===== config.mk =====
export PLATFORM = sky130hd
export DESIGN_NAME = store_buffer_array
export DESIGN_NICKNAME = d
export VERILOG_FILES = /design/src/rtl/store_buffer_pkg.sv /design/src/rtl/store_buffer_array.sv
export SDC_FILE = /design/constraint.sdc
export NUM_CORES = 2
export LEC_CHECK = 0
export BUFFER_PORTS_ARGS = -buffer_cell sky130_fd_sc_hd__buf_2
export CELL_PAD_IN_SITES_DETAIL_PLACEMENT = 0
export CELL_PAD_IN_SITES_GLOBAL_PLACEMENT = 1
export CORE_ASPECT_RATIO = 1.1
export CORE_MARGIN = 2
export CORE_UTILIZATION = 34
export CTS_CLUSTER_DIAMETER = 30
export DETAILED_ROUTE_END_ITERATION = 10
export PLACE_DENSITY = 0.56
export SYNTH_ARGS = -nofsm -noshare
export SYNTH_HDL_FRONTEND = slang
export SYNTH_SLANG_ARGS = --single-unit

===== constraint.sdc =====
create_clock -name clock -period 10.9 [get_ports clock]
set_input_delay 1.09 -clock clock [delete_from_list [all_inputs] [get_ports clock]]
set_output_delay 1.09 -clock clock [all_outputs]
set_load 0.02 [all_outputs]

===== src/rtl/store_buffer_pkg.sv =====
package store_buffer_pkg;

    localparam int max_index_width = 8;

    typedef struct packed {
        logic        valid;
        logic        dirty;
        logic [28:0] tag;         // Line number.
        logic [63:0] data;
    } entry_type;

    typedef struct packed {
        logic                       enable;
        logic [max_index_width-1:0] index;
        entry_type                  entry;
    } array_write_type;

    // Only the low index bits are decoded by the array.
    typedef struct packed {
        logic [max_index_width-1:0] index;
    } array_read_type;

endpackage


===== src/rtl/store_buffer_array.sv =====
`timescale 1ns/1ps

module store_buffer_array
    import store_buffer_pkg::*;
#(
    parameter int entries = 16
) (
    input  logic            clock,
    input  array_read_type  read0,
    input  array_read_type  read1,
    input  array_write_type write0,
    input  array_write_type write1,
    output entry_type       entry0,
    output entry_type       entry1
);

    localparam int index_width = $clog2(entries);

    entry_type storage [entries] = '{default: '0};

    function automatic entry_type forward(
        array_read_type  port,
        entry_type       stored,
        array_write_type first,
        array_write_type second
    );
        logic [index_width-1:0] index;
        index = port.index[index_width-1:0];
        if (first.enable && first.index[index_width-1:0] == index) begin
            return first.entry;
        end
        if (second.enable && second.index[index_width-1:0] == index) begin
            return second.entry;
        end
        return stored;
    endfunction

    always_ff @(posedge clock) begin
        if (write1.enable) begin
            storage[write1.index[index_width-1:0]] <= write1.entry;
        end
        if (write0.enable) begin    // Port 0 wins on the same index.
            storage[write0.index[index_width-1:0]] <= write0.entry;
        end
    end

    assign entry0 = forward(read0, storage[read0.index[index_width-1:0]], write0, write1);
    assign entry1 = forward(read1, storage[read1.index[index_width-1:0]], write0, write1);

endmodule


==> key figures <==
Run status
  • Outcome: completed

Detailed routing
  • Routed vias/inst: between 6 and 7
  • Vias: roughly 63,000
  • Number of routed nets with antenna violations: 0
  • DRT Pass-1 Iters: 6
  • Iteration-0 DRC Markers: between 6,000 and 7,000
  • Final wirelength: 370,000 microns
  • WL/cell: 36.67 microns
  • Residual DRC: 0

Cells and area
  • Layout cells sized above 1: 53.52%
  • Final Instance Area: 0.1113 sq mm
  • Final Non-Filler Cells: 10,090
  • Area Growth Syn to Fin: 20.70%
  • # nets final: 6,422
  • Largest register FFs: 1,520

Synthesis
  • Sequential area share after synthesis: between 40% and 50%
  • Synthesized area per cell: 15.43 sq um
  • Post-synth net total: 6,200
  • Synth area leaders: edfxtp_1 50%, mux2_2 19%, mux4_2 14%, mux2i_1 4.1%, o221a_2 2.3%
  • Synth top area share: between 40% and 50%
  • #FFs+latches synth: 1,520
  • Count leader, synth: mux2_2
  • Cell taking the most area after synthesis: edfxtp_1
  • FFs w/ async S/R, synth: 0%
  • Syn. warnings: 0
  • Synth cell count leaders: 1,545 x mux2_2, 1,520 x edfxtp_1, 570 x mux4_2
  • Primary FF master, synth: edfxtp_1
  • Gate Count Post-Synth: 5,975
  • EDFF count, synth: 1,520
  • Synth Cell Area: 0.09220 sq mm
  • Library cells used by synthesis: 39

Flow run
  • MaxCap Viol Count: 0

Timing
  • Slew margin rel.: 14.06%
  • Worst slew pin tran: 1.286 ns
  • Final setup violation count: 0
  • Worst Slack Setup Final: 3.780 ns
  • Hold Vio Cnt, Final: 0
  • RSZ-0062 raised after global routing: no
  • Setup_tns: 0 ns
  • Fmax: 140.5 MHz
  • Final Critical Period: just over 7 ns
  • Final period utilization: between 60% and 70%
  • Final slew viol count: 0

Global routing
  • Largest net degree at the start of global routing: 97
  • Vias in the first global route: 65,870
  • GRT overflow: 0
  • Initial antenna violation count: 54
  • Global-route usage over all layers: approximately a quarter
  • First-pass GRT wire length: 511,200 microns

Die
  • Vert. Die Dim: 550.2 microns
  • Num rows: 200
  • Die area: roughly 0.28 sq mm
  • Top Ports: 415
  • Die W: 500.5 microns
  • Initial Util: between 30% and 40%
  • CORE AREA: 0.2698 sq mm

Placed design
  • Global placement routability congestion: 0.7514
  • Placed insts: ~9,300
  • Setup WS pre-CTS: 3.798 ns
  • IO Port Bufs: 398
  • DP HPWL: 180,400 microns
  • Placed Area: 0.09685 sq mm

Clock tree
  • CTS sink count: about 1,500
  • CTS tree: yes
  • Post-CTS setup buffer count: 0
  • CTS max path bufs: 4
  • H-tree levels: 5
  • Post-CTS sizing: 0
  • Root Driver: clkbuf_16
  • CTS Hold Bufs: 0
  • Reg clk slew, reported paths: approximately 0.040 ns
  • TritonCTS buffer count: 443

Setup path
  • Worst EP required: 9.81 ns
  • Critical path arrival: 6.03 ns
  • CP startpoint kind: input port
  • Critical-path maximum fanout: 70
  • Element type at the critical path end: output port
  • Worst setup startpoint: read1[2]
  • Critical path type: in -> out

Min path
  • Hold_sp: write1[94]
  • Hold Crit Class: in -> reg

Pwr
  • Net Switching: 5276 uW
  • Total power divided by cell area: 195.6 mW/mm^2
  • Comb pwr share: 11.1%
  • Leak pwr: 0.03804 uW
  • Worst IR drop on VDD: about 160 uV
  • Pwr Total: around 22,000 uW
  • Switching Share: 24.24%
  • Clock power frac: 57.6%
  • Internal power: 16,490 uW
  • Sequential power share: 31.3%
worst paths after layout:
kind,cells after the start,end
worst min-delay path,3,storage[8][94]$_DFFE_PP_
worst max-delay path,8,entry1[94]
critical path, stage by stage:
cell      delay [ns]
buf_8           0.57
xor2_1          0.14
nor3_1          0.31
nand3_4         0.77
nand2b_4        1.21
buf_4           0.90
o221ai_1        0.57
buf_2           0.32
cell usage in the layout (no fill, tap or decap), types with 8 or more instances in the layout:
cell type,n
mux4_2,570
clkinvlp_4,15
edfxtp_1,1520
o21ai_0,29
o22ai_4,9
o21ai_1,176
bufinv_16,62
mux2_1,149
buf_4,97
mux2_2,1545
o221a_2,185
nor2_4,9
clkinv_1,92
xor2_1,12
mux2i_1,380
clkbuf_1,64
clkbuf_16,446
buf_12,25
buf_2,390
clkinv_2,95
a221oi_1,189
nand4_1,189
nand2_1,207
diode_2,16
clkinv_8,8
through the flow:
stage               hold slack (ns)  utilization, %
floorplan                     1.294               -
global placement              1.596           35.90
detailed placement            1.594           35.90
CTS                          0.5727           41.24
global route                 0.6289           41.24
finish                       0.6503           41.25
per-layer routing:
metal	track usage [%]	wire length, microns
met5	0	184
met2	42.12	174400
met3	5.240	29390
met4	7.774	9749
met1	35.66	156300
logic make-up (layout without fill, tap and decap cells):
family | count (synthesis) | count (layout) | synth area share, %
xor+xnor | 16 | 16 | 0.1520
buf+inv | 747 | 1310 | 3.802
flops | 1520 | 1520 | 49.51
mux | 2644 | 2644 | 38.74
compound gates | 603 | 603 | 5.352
other cells | 0 | 16 | 0
simple gates | 445 | 445 | 2.449
area by class of cell:
type	count	area, sq um
fill	24590	158500
sequential	1520	45640
multi-input combinational	3708	43450
clock buffer	510	11400
tap	3535	4423
timing repair buffer	520	3298
clock inverter	276	2993
antenna	16	40.04
inverter	4	30.03
power groups by stage:
stage	Combinational (uW)	Clock [uW]	Sequential, uW
3_5_place_dp	2400	0	6910
6_report	2410	12500	6820
2_1_floorplan	1560	0	6910
3_3_place_gp	2380	0	6900
4_1_cts	2410	12700	6820
5_1_grt	2540	13000	6840
Note: power is estimated with default switching activity, not from simulation.
