[src/rtl/memory_bus_pkg.sv]
package memory_bus_pkg;

    typedef struct packed {
        logic [28:0] line;
        logic [2:0]  offset;
    } line_fields_type;

    // One byte address, read whole or split into line and offset.
    typedef union packed {
        logic [31:0]     raw;
        line_fields_type fields;
    } line_addr_type;

    typedef struct packed {
        logic          valid;
        logic          fence;
        line_addr_type address;
        logic [63:0]   wdata;
        logic [7:0]    wstrb;     // Zero strobe is a load.
    } core_req_type;

    typedef struct packed {
        logic        ready;
        logic [63:0] rdata;
    } core_rsp_type;

    typedef struct packed {
        logic        valid;
        logic        store;
        logic [31:0] address;     // Always 8-byte aligned.
        logic [63:0] wdata;
    } mem_req_type;

    typedef struct packed {
        logic        ready;
        logic [63:0] rdata;
    } mem_rsp_type;

endpackage

[src/rtl/store_buffer_pkg.sv]
package store_buffer_pkg;

    localparam int max_index_width = 8;

    typedef struct packed {
        logic        valid;
        logic        dirty;
        logic [28:0] tag;         // Line number.
        logic [63:0] data;
    } entry_type;

    typedef struct packed {
        logic                       enable;
        logic [max_index_width-1:0] index;
        entry_type                  entry;
    } array_write_type;

    // Only the low index bits are decoded by the array.
    typedef struct packed {
        logic [max_index_width-1:0] index;
    } array_read_type;

endpackage

[src/rtl/store_buffer_ctrl.sv]
`timescale 1ns/1ps

module store_buffer_ctrl
    import memory_bus_pkg::*;
    import store_buffer_pkg::*;
#(
    parameter int entries = 16
) (
    input  logic            clock,
    input  logic            reset,
    input  core_req_type    core0_req,
    input  core_req_type    core1_req,
    output core_rsp_type    core0_rsp,
    output core_rsp_type    core1_rsp,
    output mem_req_type     mem0_req,
    output mem_req_type     mem1_req,
    input  mem_rsp_type     mem0_rsp,
    input  mem_rsp_type     mem1_rsp,
    output array_read_type  read0,
    output array_read_type  read1,
    output array_write_type write0,
    output array_write_type write1,
    input  entry_type       entry0,
    input  entry_type       entry1
);

    localparam int index_width = $clog2(entries);
    localparam logic [index_width-1:0] last_index = index_width'(entries - 1);

    typedef enum logic [1:0] {
        front_idle,
        front_miss,     // Waiting for the refill.
        front_scan,     // Fence walk.
        front_flush     // Fence waiting for a write-back.
    } front_state_type;

    typedef struct packed {
        front_state_type        state;
        logic [index_width-1:0] index;
        logic [63:0]            wdata;
        logic [7:0]             wstrb;
        logic                   ready;
        logic [63:0]            rdata;
    } front_type;

    typedef struct packed {
        mem_req_type req;
        logic        refill;    // Load still to follow the store.
        logic [31:0] refill_address;
    } back_type;

    typedef struct packed {
        logic        valid;
        logic        writeback;
        logic        refill;
        logic [31:0] writeback_address;
        logic [63:0] writeback_data;
        logic [31:0] refill_address;
    } handoff_type;

    function automatic logic [63:0] merge(
        logic [63:0] data,
        logic [63:0] wdata,
        logic [7:0]  wstrb
    );
        logic [63:0] result;
        result = data;
        for (int i = 0; i < 8; i++) begin
            if (wstrb[i]) begin
                result[8*i +: 8] = wdata[8*i +: 8];
            end
        end
        return result;
    endfunction

    for (genvar p = 0; p < 2; p++) begin : port_g
        core_req_type    req;
        mem_rsp_type     mem_rsp;
        entry_type       entry;
        core_rsp_type    core_rsp;
        mem_req_type     mem_req;
        array_read_type  read;
        array_write_type write;
        front_type       r_f;
        front_type       v_f;
        back_type        r_b;
        back_type        v_b;
        handoff_type     handoff;
        logic            ret;
        entry_type       ret_entry;
        logic            hit;
        logic            store;
        logic            advance;

        assign req     = (p == 0) ? core0_req : core1_req;
        assign mem_rsp = (p == 0) ? mem0_rsp : mem1_rsp;
        assign entry   = (p == 0) ? entry0 : entry1;

        // Back stage answer in the memory ready cycle.
        always_comb begin
            ret       = 1'b0;
            ret_entry = '{
                valid: 1'b1,
                dirty: 1'b0,
                tag:   r_b.req.address[31:3],
                data:  mem_rsp.rdata
            };
            if (r_b.req.valid && mem_rsp.ready) begin
                ret = !r_b.req.store || !r_b.refill;
            end
        end

        always_comb begin
            v_f        = r_f;
            v_f.ready  = 1'b0;
            v_f.rdata  = '0;
            handoff    = '0;
            write      = '0;
            advance    = 1'b0;
            hit        = entry.valid && entry.tag == req.address.fields.line;
            store      = |req.wstrb;
            read.index = max_index_width'(r_f.index);

            case (r_f.state)
                front_idle: begin
                    read.index = max_index_width'(req.address.fields.line[index_width-1:0]);
                    if (req.valid && req.fence) begin
                        v_f.state = front_scan;
                        v_f.index = '0;
                    end else if (req.valid) begin
                        v_f.index = req.address.fields.line[index_width-1:0];
                        v_f.wdata = req.wdata;
                        v_f.wstrb = req.wstrb;
                        if (hit) begin
                            write.enable      = store;
                            write.index       = read.index;
                            write.entry       = entry;
                            write.entry.dirty = 1'b1;
                            write.entry.data  = merge(entry.data, req.wdata, req.wstrb);
                            v_f.ready         = 1'b1;
                            v_f.rdata         = store ? '0 : entry.data;
                        end else begin
                            handoff.valid             = 1'b1;
                            handoff.writeback         = entry.valid && entry.dirty;
                            handoff.refill            = 1'b1;
                            handoff.writeback_address = {entry.tag, 3'b000};
                            handoff.writeback_data    = entry.data;
                            handoff.refill_address    = req.address.raw & ~32'h7;
                            v_f.state                 = front_miss;
                        end
                    end
                end
                front_miss: begin
                    if (ret) begin      // Refilled line takes the pending bytes.
                        write.enable      = 1'b1;
                        write.index       = read.index;
                        write.entry       = ret_entry;
                        write.entry.dirty = |r_f.wstrb;
                        write.entry.data  = merge(ret_entry.data, r_f.wdata, r_f.wstrb);
                        v_f.ready         = 1'b1;
                        v_f.rdata         = (|r_f.wstrb) ? '0 : ret_entry.data;
                        v_f.state         = front_idle;
                    end
                end
                front_scan: begin
                    if (entry.valid && entry.dirty) begin
                        handoff.valid             = 1'b1;
                        handoff.writeback         = 1'b1;
                        handoff.writeback_address = {entry.tag, 3'b000};
                        handoff.writeback_data    = entry.data;
                        v_f.state                 = front_flush;
                    end else begin
                        advance = 1'b1;
                    end
                end
                front_flush: begin
                    if (ret) begin      // Line is clean once memory has it.
                        write.enable      = 1'b1;
                        write.index       = read.index;
                        write.entry       = entry;
                        write.entry.dirty = 1'b0;
                        advance           = 1'b1;
                    end
                end
            endcase

            if (advance) begin
                if (r_f.index == last_index) begin
                    v_f.ready = 1'b1;
                    v_f.state = front_idle;
                end else begin
                    v_f.index = r_f.index + 1'b1;
                    v_f.state = front_scan;
                end
            end
        end

        always_comb begin
            v_b = r_b;
            if (r_b.req.valid && mem_rsp.ready) begin
                v_b.req.valid = 1'b0;
            end else if (!r_b.req.valid && r_b.refill) begin
                v_b.req    = '{valid: 1'b1, store: 1'b0, address: r_b.refill_address, wdata: '0};
                v_b.refill = 1'b0;
            end

            if (handoff.valid) begin
                v_b.refill         = handoff.refill && handoff.writeback;
                v_b.refill_address = handoff.refill_address;
                if (handoff.writeback) begin
                    v_b.req = '{
                        valid:   1'b1,
                        store:   1'b1,
                        address: handoff.writeback_address,
                        wdata:   handoff.writeback_data
                    };
                end else begin
                    v_b.req = '{
                        valid:   1'b1,
                        store:   1'b0,
                        address: handoff.refill_address,
                        wdata:   '0
                    };
                end
            end
        end

        assign core_rsp = '{ready: r_f.ready, rdata: r_f.rdata};
        assign mem_req  = r_b.req;

        always_ff @(posedge clock) begin
            if (!reset) begin
                r_f <= '0;
                r_b <= '0;
            end else begin
                r_f <= v_f;
                r_b <= v_b;
            end
        end
    end

    assign core0_rsp = port_g[0].core_rsp;
    assign core1_rsp = port_g[1].core_rsp;
    assign mem0_req  = port_g[0].mem_req;
    assign mem1_req  = port_g[1].mem_req;
    assign read0     = port_g[0].read;
    assign read1     = port_g[1].read;
    assign write0    = port_g[0].write;
    assign write1    = port_g[1].write;

endmodule

[config.mk]
export PLATFORM = sky130hd
export DESIGN_NAME = store_buffer_ctrl
export DESIGN_NICKNAME = d
export VERILOG_FILES = /design/src/rtl/memory_bus_pkg.sv /design/src/rtl/store_buffer_pkg.sv /design/src/rtl/store_buffer_ctrl.sv
export SDC_FILE = /design/constraint.sdc
export NUM_CORES = 1
export LEC_CHECK = 0
export ABC_AREA = 1
export BUFFER_PORTS_ARGS = -buffer_cell sky130_fd_sc_hd__buf_2
export CORE_AREA = 2 2 427 429
export CTS_BUF_LIST = sky130_fd_sc_hd__clkbuf_8
export DETAILED_ROUTE_END_ITERATION = 10
export DIE_AREA = 0 0 429 431
export GPL_ROUTABILITY_DRIVEN = 0
export HOLD_SLACK_MARGIN = 0.08
export PLACE_DENSITY = 0.45
export SYNTH_ARGS = -nofsm -noshare
export SYNTH_HDL_FRONTEND = slang
export SYNTH_SLANG_ARGS = --single-unit
[constraint.sdc]
create_clock -name clock -period 2.49 [get_ports clock]
set_input_delay 0.1245 -clock clock [delete_from_list [all_inputs] [get_ports clock]]
set_output_delay 0.1245 -clock clock [all_outputs]
set_load 0.005 [all_outputs]
==> metrics, run 1 <==
status complete, but fails checks; failing checks negative setup slack; Area growth, synth to finish 77.4%; Final Skew roughly 0.051 ns; vias in the first global route approximately 41k; insertion delay to the later sink of the worst-skew pair around 0.86 ns; Cell Area, Synth about 0.031 mm^2; fill count slightly below 20k; post-synthesis xor/xnor area fraction 0.339%; Clk pwr share 32.8%; Post-route DRC 0; CP endpoint kind primary output; Adder-Cell Fraction of Synth Area 0.485%; pwr dens between 500 and 600 mW/mm^2; Pre-antenna DRT Iters 6; final wirelength between 200000 and 250000 um; fin. max-slew vios 0; fmax around 340 MHz; minimum clock period slightly below 3 ns; worst hold start entry0[39]; TritonCTS clock tree yes; Internal Dissipation between 15 and 20 mW; Nets roughly 7.2k; gr ovfl total 0; Final period util 117%; register area share after synthesis around a third; Crit Path Max Fanout 8; share of post-route cells with drive strength above 1 a little under a third; Worst-path clk slew approximately 0.050 ns; DR vias slightly above 40k; Vias/cell 4.52; sequential power share between 30% and 40%; WP data arrival 2.80 ns; average size of a mapped cell ~6.5 um^2; die area roughly 0.18 mm^2; ranking of synthesized cells by area dfxtp_1 (35%), nand2_1 (19%), a21oi_1 (12%); final hold viol count 0; WS Path Type primary input to primary output; hpwl dp 132000 um; initial antenna violation count 23; Req. time, crit path about 2.4 ns; synthesized flop and latch total between 500 and 600; Hold Crit Class primary input to flop; largest net degree at the start of global routing 67; Rel. slew slack around two fifths; Initial Util 17.2%; commonest non-fill, non-tap cell in the layout nand2_1; largest family of logic cells by synthesized area simple AND/OR/NAND/NOR gates; launch point of the worst path core0_req[76]; post-synth top area cell dfxtp_1; max cap viols 0; Synth top area share around 35%; Syn Inst Count 4802; gr usage total 20.6%; Chip Height approximately 430 um; wire per inst roughly 22 um; Combinational Power Share about a third; Tightest Pin Transition between 0.9 and 1 ns; clk buf depth 3; Synth cell types 46; Post-synth ARST share 0%; Port Buffer Count roughly 1.1k; switch share about 37%; P_sw between 10 and 15 mW; R2R Path Start port_g[1].r_f[141]$_SDFFE_PN0P_; H-tree Lvls 3; Max VDD drop 0.442 mV; core area 0.180 mm^2; hold_ws approximately 0.21 ns; proportion of synthesized area in mux cells 3.52%; 1st-iter DRT viols between 3k and 4k; final worst slack -0.431 ns; setup violators final approximately 220; Sum Neg Setup Slack -50.36 ns; global-route wire length before repair ~280000 um; simple-gate share of the synthesized area between 20% and 30%; Post-DRT Antenna Nets 0; Main synth FF type dfxtp_1; FP Rows between 150 and 200; YS warnings 0; RSZ-0062 raised after global routing true; most frequent cells in the layout nand2_1 (1428), buf_2 (1026), dlygate4sd3_1 (1005); CTS Buf Count between 100 and 150; Leakage roughly 25 nW; die width 429 um; Synth Area in Compound Gates roughly 18%; I/O pin cnt between 1k and 1.5k; CP Launch Type primary input; root buf cell clkbuf_8; CTS sink cnt 536; EDFF count, synth 0
layer usage:
| layer | global-route usage (%) | vias to the layer above | wire length (um) |
|---|---|---|---|
| li1 | - | 19000 | - |
| met5 | 0 | - | 27 |
| met2 | 35.8 | 2215 | 100000 |
| met1 | 22.2 | 19600 | 72700 |
| met3 | 4.51 | 651 | 14800 |
| met4 | 14.6 | 4 | 16100 |
Yosys cell counts (2+ instances only):
library cell / n
nand4_1: 28
nor4_1: 7
nor2_4: 2
nor2_2: 4
dfxtp_1: 536
o21ai_1: 11
nor2_1: 364
clkbuf_1: 209
clkinv_1: 13
inv_1: 235
buf_1: 15
nand2_2: 4
nand2_1: 1593
buf_6: 14
mux2i_1: 64
buf_2: 44
o22ai_1: 2
a22oi_1: 27
nand3b_1: 20
ha_1: 12
inv_2: 11
nand3_1: 107
a21oi_1: 761
o211ai_1: 9
xor2_1: 5
mux2_2: 40
o21ai_0: 274
xnor2_1: 7
nor3_1: 5
buf_4: 363
stage by stage:
step / cell area (um^2) / utilization [%] / std cells / total power, mW / setup slack [ns]
CTS: 53400 / 29.6 / 9126 / 31.3 / -0.504
finish: 54900 / 30.5 / 9169 / 31.4 / -0.431
detailed placement: 37600 / 20.9 / 7812 / 18.6 / -0.135
floorplan: 31100 / - / 4823 / 15.1 / 0.478
global route: 54900 / 30.5 / 9165 / 32.9 / -0.536
global placement: 37600 / 20.9 / 7812 / 18.5 / -0.173
worst paths after layout:
check                           slack [ns]  cells past startpoint                         endpoint
worst min-delay path                  0.21                      4        mem0_req[39]$_SDFFE_PN0P_
worst max register to register       -0.09                     11  port_g[1].r_f[116]$_SDFFE_PN0P_
worst max-delay path                 -0.43                     15                       write0[33]
worst min register to register        0.45                      2  port_g[0].r_f[112]$_SDFFE_PN0P_
repair_timing:
action	4_1_cts	5_1_grt
setup buffers	85	24
setup endpoints to repair	205	356
hold endpoints to repair	535	3
gates resized for setup	493	327
pin swaps	113	128
cloned	26	7
hold buffers	1005	3
power by group through the flow:
| stage | combinational (mW) | sequential (mW) | clock [mW] |
|---|---|---|---|
| after floorplan | 4.79 | 10.3 | 0 |
| after global placement | 7.91 | 10.6 | 0 |
| after detailed placement | 7.95 | 10.6 | 0 |
| after CTS | 10.2 | 10.5 | 10.6 |
| after global routing | 11.4 | 10.6 | 10.9 |
| final | 10.6 | 10.5 | 10.3 |
cell type report:
| cell class | count | area, um^2 | area share [%] |
|---|---|---|---|
| clock buffer | 144 | 1980 | 3.61 |
| antenna | 21 | 52.6 | 0.0956 |
| multi-input combinational | 3382 | 17900 | 32.6 |
| tap | 2370 | 2970 | 5.40 |
| inverter | 259 | 1080 | 1.96 |
| sequential | 536 | 10700 | 19.6 |
| timing repair buffer | 2402 | 19800 | 36.1 |
| clock inverter | 55 | 405 | 0.738 |
critical path: stages:
cell and delay, ns:
buf_2 0.12, dlygate4sd3_1 0.61, inv_1 0.10, nand2_1 0.15
nand4_1 0.12, nor4_1 0.28, nand2_1 0.12, nor2_2 0.25
nand2_4 0.10, inv_6 0.09, buf_12 0.16, buf_16 0.17
nand2_2 0.06, a21oi_2 0.12, buf_2 0.18
flip-flops by register name, indices dropped and copies added, names as in the netlist:
register,cells
core0_rsp,65
mem1_req,95
port_g.r_b,60
port_g.r_f,156
core1_rsp,65
mem0_req,95
cell families (layout without fill, tap and decap cells):
| logic type | after synthesis | count (layout) |
|---|---|---|
| compound gates | 1091 | 1091 |
| buf+inv | 905 | 2860 |
| mux | 104 | 104 |
| flops | 536 | 536 |
| xor+xnor | 12 | 12 |
| fa+ha+maj | 12 | 12 |
| other cells | 1 | 43 |
| simple gates | 2141 | 2141 |
No activity file was read; power rests on OpenSTA's default activity.
==> inputs of run 2 (changes only) <==
BUFFER_PORTS_ARGS = not set   (was -buffer_cell sky130_fd_sc_hd__buf_2)
CTS_BUF_LIST = not set   (was sky130_fd_sc_hd__clkbuf_8)
CTS_CLUSTER_DIAMETER = 150   (was not set)
DONT_BUFFER_PORTS = 1   (was not set)
PLACE_DENSITY = 0.4   (was 0.45)
==> run 2 against run 1 <==
The flow finishes with violations (antenna violations, negative setup slack). Combinational power fell by 15%. Utilization fell by 3.9 points. Via count fell by 12%. Clock power rose by 11%. Worst setup slack improved by 0.37 ns. First-iteration DRC count fell by 2.5%. Global-route usage rose by 0.21 points. Clock skew fell by 0.025 ns. Cell area fell by 13%. Cell count fell by 15%. Largest cell class is now multi-input gates. Highest routed layer unchanged.
==> metrics, run 2 (same netlist as run 1, synthesis figures left out) <==
Pre-antenna DRT Iters 5; max cap viols 0; wire per inst around 26 um; RSZ-0062 raised after global routing true; die area 0.185 mm^2; hpwl dp 125000 um; Combinational Power Share a little under 30%; hold_ws around 0.11 ns; PnR Total Power slightly above 30 mW; TritonCTS clock tree yes; max FFs per register 156; largest net degree at the start of global routing ~190; DP Worst Slack -0.0263 ns; Core Util, Final around a quarter; gr usage total 20.8%; sequential power share roughly a third; failing checks antenna violations, negative setup slack; global-route wire length before repair ~280000 um; CTS sink cnt 536; core area about 0.18 mm^2; Chip Height 431 um; share of post-route cells with drive strength above 1 between 10% and 20%; Post-DRT Antenna Nets 1; P_sw ~11 mW; Clk pwr share between 30% and 40%; Largest Register port_g.r_f; pwr dens 649 mW/mm^2; Rel. slew slack 27.2%; Final Skew roughly 0.026 ns; switch share ~36%; H-tree Lvls 3; commonest non-fill, non-tap cell in the layout nand2_1; Area growth, synth to finish 54.7%; final wirelength between 200000 and 250000 um; vias in the first global route between 30k and 40k; fin. max-slew vios 0; gr ovfl total 0; root buf cell clkbuf_16; Nets a little under 6k; CTS Buf Count 72; Tightest Pin Transition about 1.1 ns; CP endpoint kind primary output; Crit Path Max Fanout 6; Leakage roughly 19 nW; setup violators final 24; Port Buffer Count 0; WP data arrival 2.43 ns; Initial Util 17.2%; die width 429 um; Hold Crit Class primary input to flop; Vias/cell 4.69; Sum Neg Setup Slack -0.423 ns; Req. time, crit path about 2.4 ns; minimum clock period ~2.6 ns; Final period util 102%; final hold viol count 0; FP Rows between 150 and 200; final worst slack -0.0618 ns; CP Launch Type flop; Worst-path clk slew around 0.06 ns; status complete, but fails checks; most frequent cells in the layout nand2_1 (1418), dlygate4sd3_1 (728), dfxtp_1 (526); Post-route DRC 0; clk buf depth 3; insertion delay to the later sink of the worst-skew pair about 0.7 ns; fmax ~400 MHz; 1st-iter DRT viols between 3k and 4k; Max VDD drop roughly 0.59 mV; DR vias around 36k; I/O pin cnt roughly 1.1k; Internal Dissipation roughly 20 mW; initial antenna violation count 20; WS Path Type flop to primary output
[run 2: repair_timing]
item | in CTS | in global routing
endpoints found under the setup margin | 200 | 246
cloned | 31 | 9
endpoints found under the hold margin | 535 | 2
buffers inserted | 71 | 32
gates resized for setup | 685 | 238
pin swaps | 135 | 166
hold buffers | 731 | 2
[run 2: worst paths after layout]
path                                    from                              end  slack, ns  cells past startpoint
max          port_g[1].r_f[141]$_SDFFE_PN0P_                       write1[39]      -0.06                     11
max reg2reg  port_g[0].r_f[141]$_SDFFE_PN0P_         core0_rsp[63]$_SDFF_PN0_       0.05                     13
min reg2reg  port_g[0].r_f[107]$_SDFFE_PN0P_  port_g[0].r_f[107]$_SDFFE_PN0P_       0.45                      2
min                           core1_req[100]   port_g[1].r_b[32]$_SDFFE_PN0P_       0.11                      8
[run 2: area by class of cell]
| cell class | instances | area, um^2 |
|---|---|---|
| inverter | 259 | 1070 |
| antenna | 31 | 77.6 |
| clock inverter | 25 | 350 |
| clock buffer | 106 | 2150 |
| timing repair buffer | 1066 | 11700 |
| sequential | 536 | 10800 |
| tap | 2370 | 2970 |
| fill | 19500 | 132000 |
| multi-input combinational | 3382 | 18800 |
[run 2: worst max-delay path: stages, from the launching register on]
cell and delay (ns):
dfxtp_4 0.36, inv_4 0.06, ha_4 0.14, nand2_4 0.05
nor2_4 0.11, inv_2 0.06, nor2_4 0.19, buf_12 0.18
buf_8 0.16, buf_12 0.16, nand2_4 0.06, a21oi_4 0.21
[run 2: per-layer routing]
layer,vias to the layer above,global-route usage [%],part of all wire [%]
li1,16200,-,-
met1,17500,21.7,35
met2,2131,36.2,48
met3,652,6.22,9.0
met4,2,13.6,8.6
met5,-,0,0.0097
[run 2: power groups by stage]
stage / clock, mW / combinational (mW) / sequential, mW
CTS: 11.7 / 8.66 / 10.7
detailed placement: 0 / 6.27 / 10.8
floorplan: 0 / 4.79 / 10.3
finish: 11.4 / 9.01 / 10.7
global placement: 0 / 6.25 / 10.8
global route: 11.9 / 9.70 / 10.8
[run 2: metrics by stage]
stage	cell area [um^2]	cells
global placement	32300	6751
floorplan	31100	4823
detailed placement	32300	6751
global route	47900	7762
CTS	46600	7713
finish	47900	7775
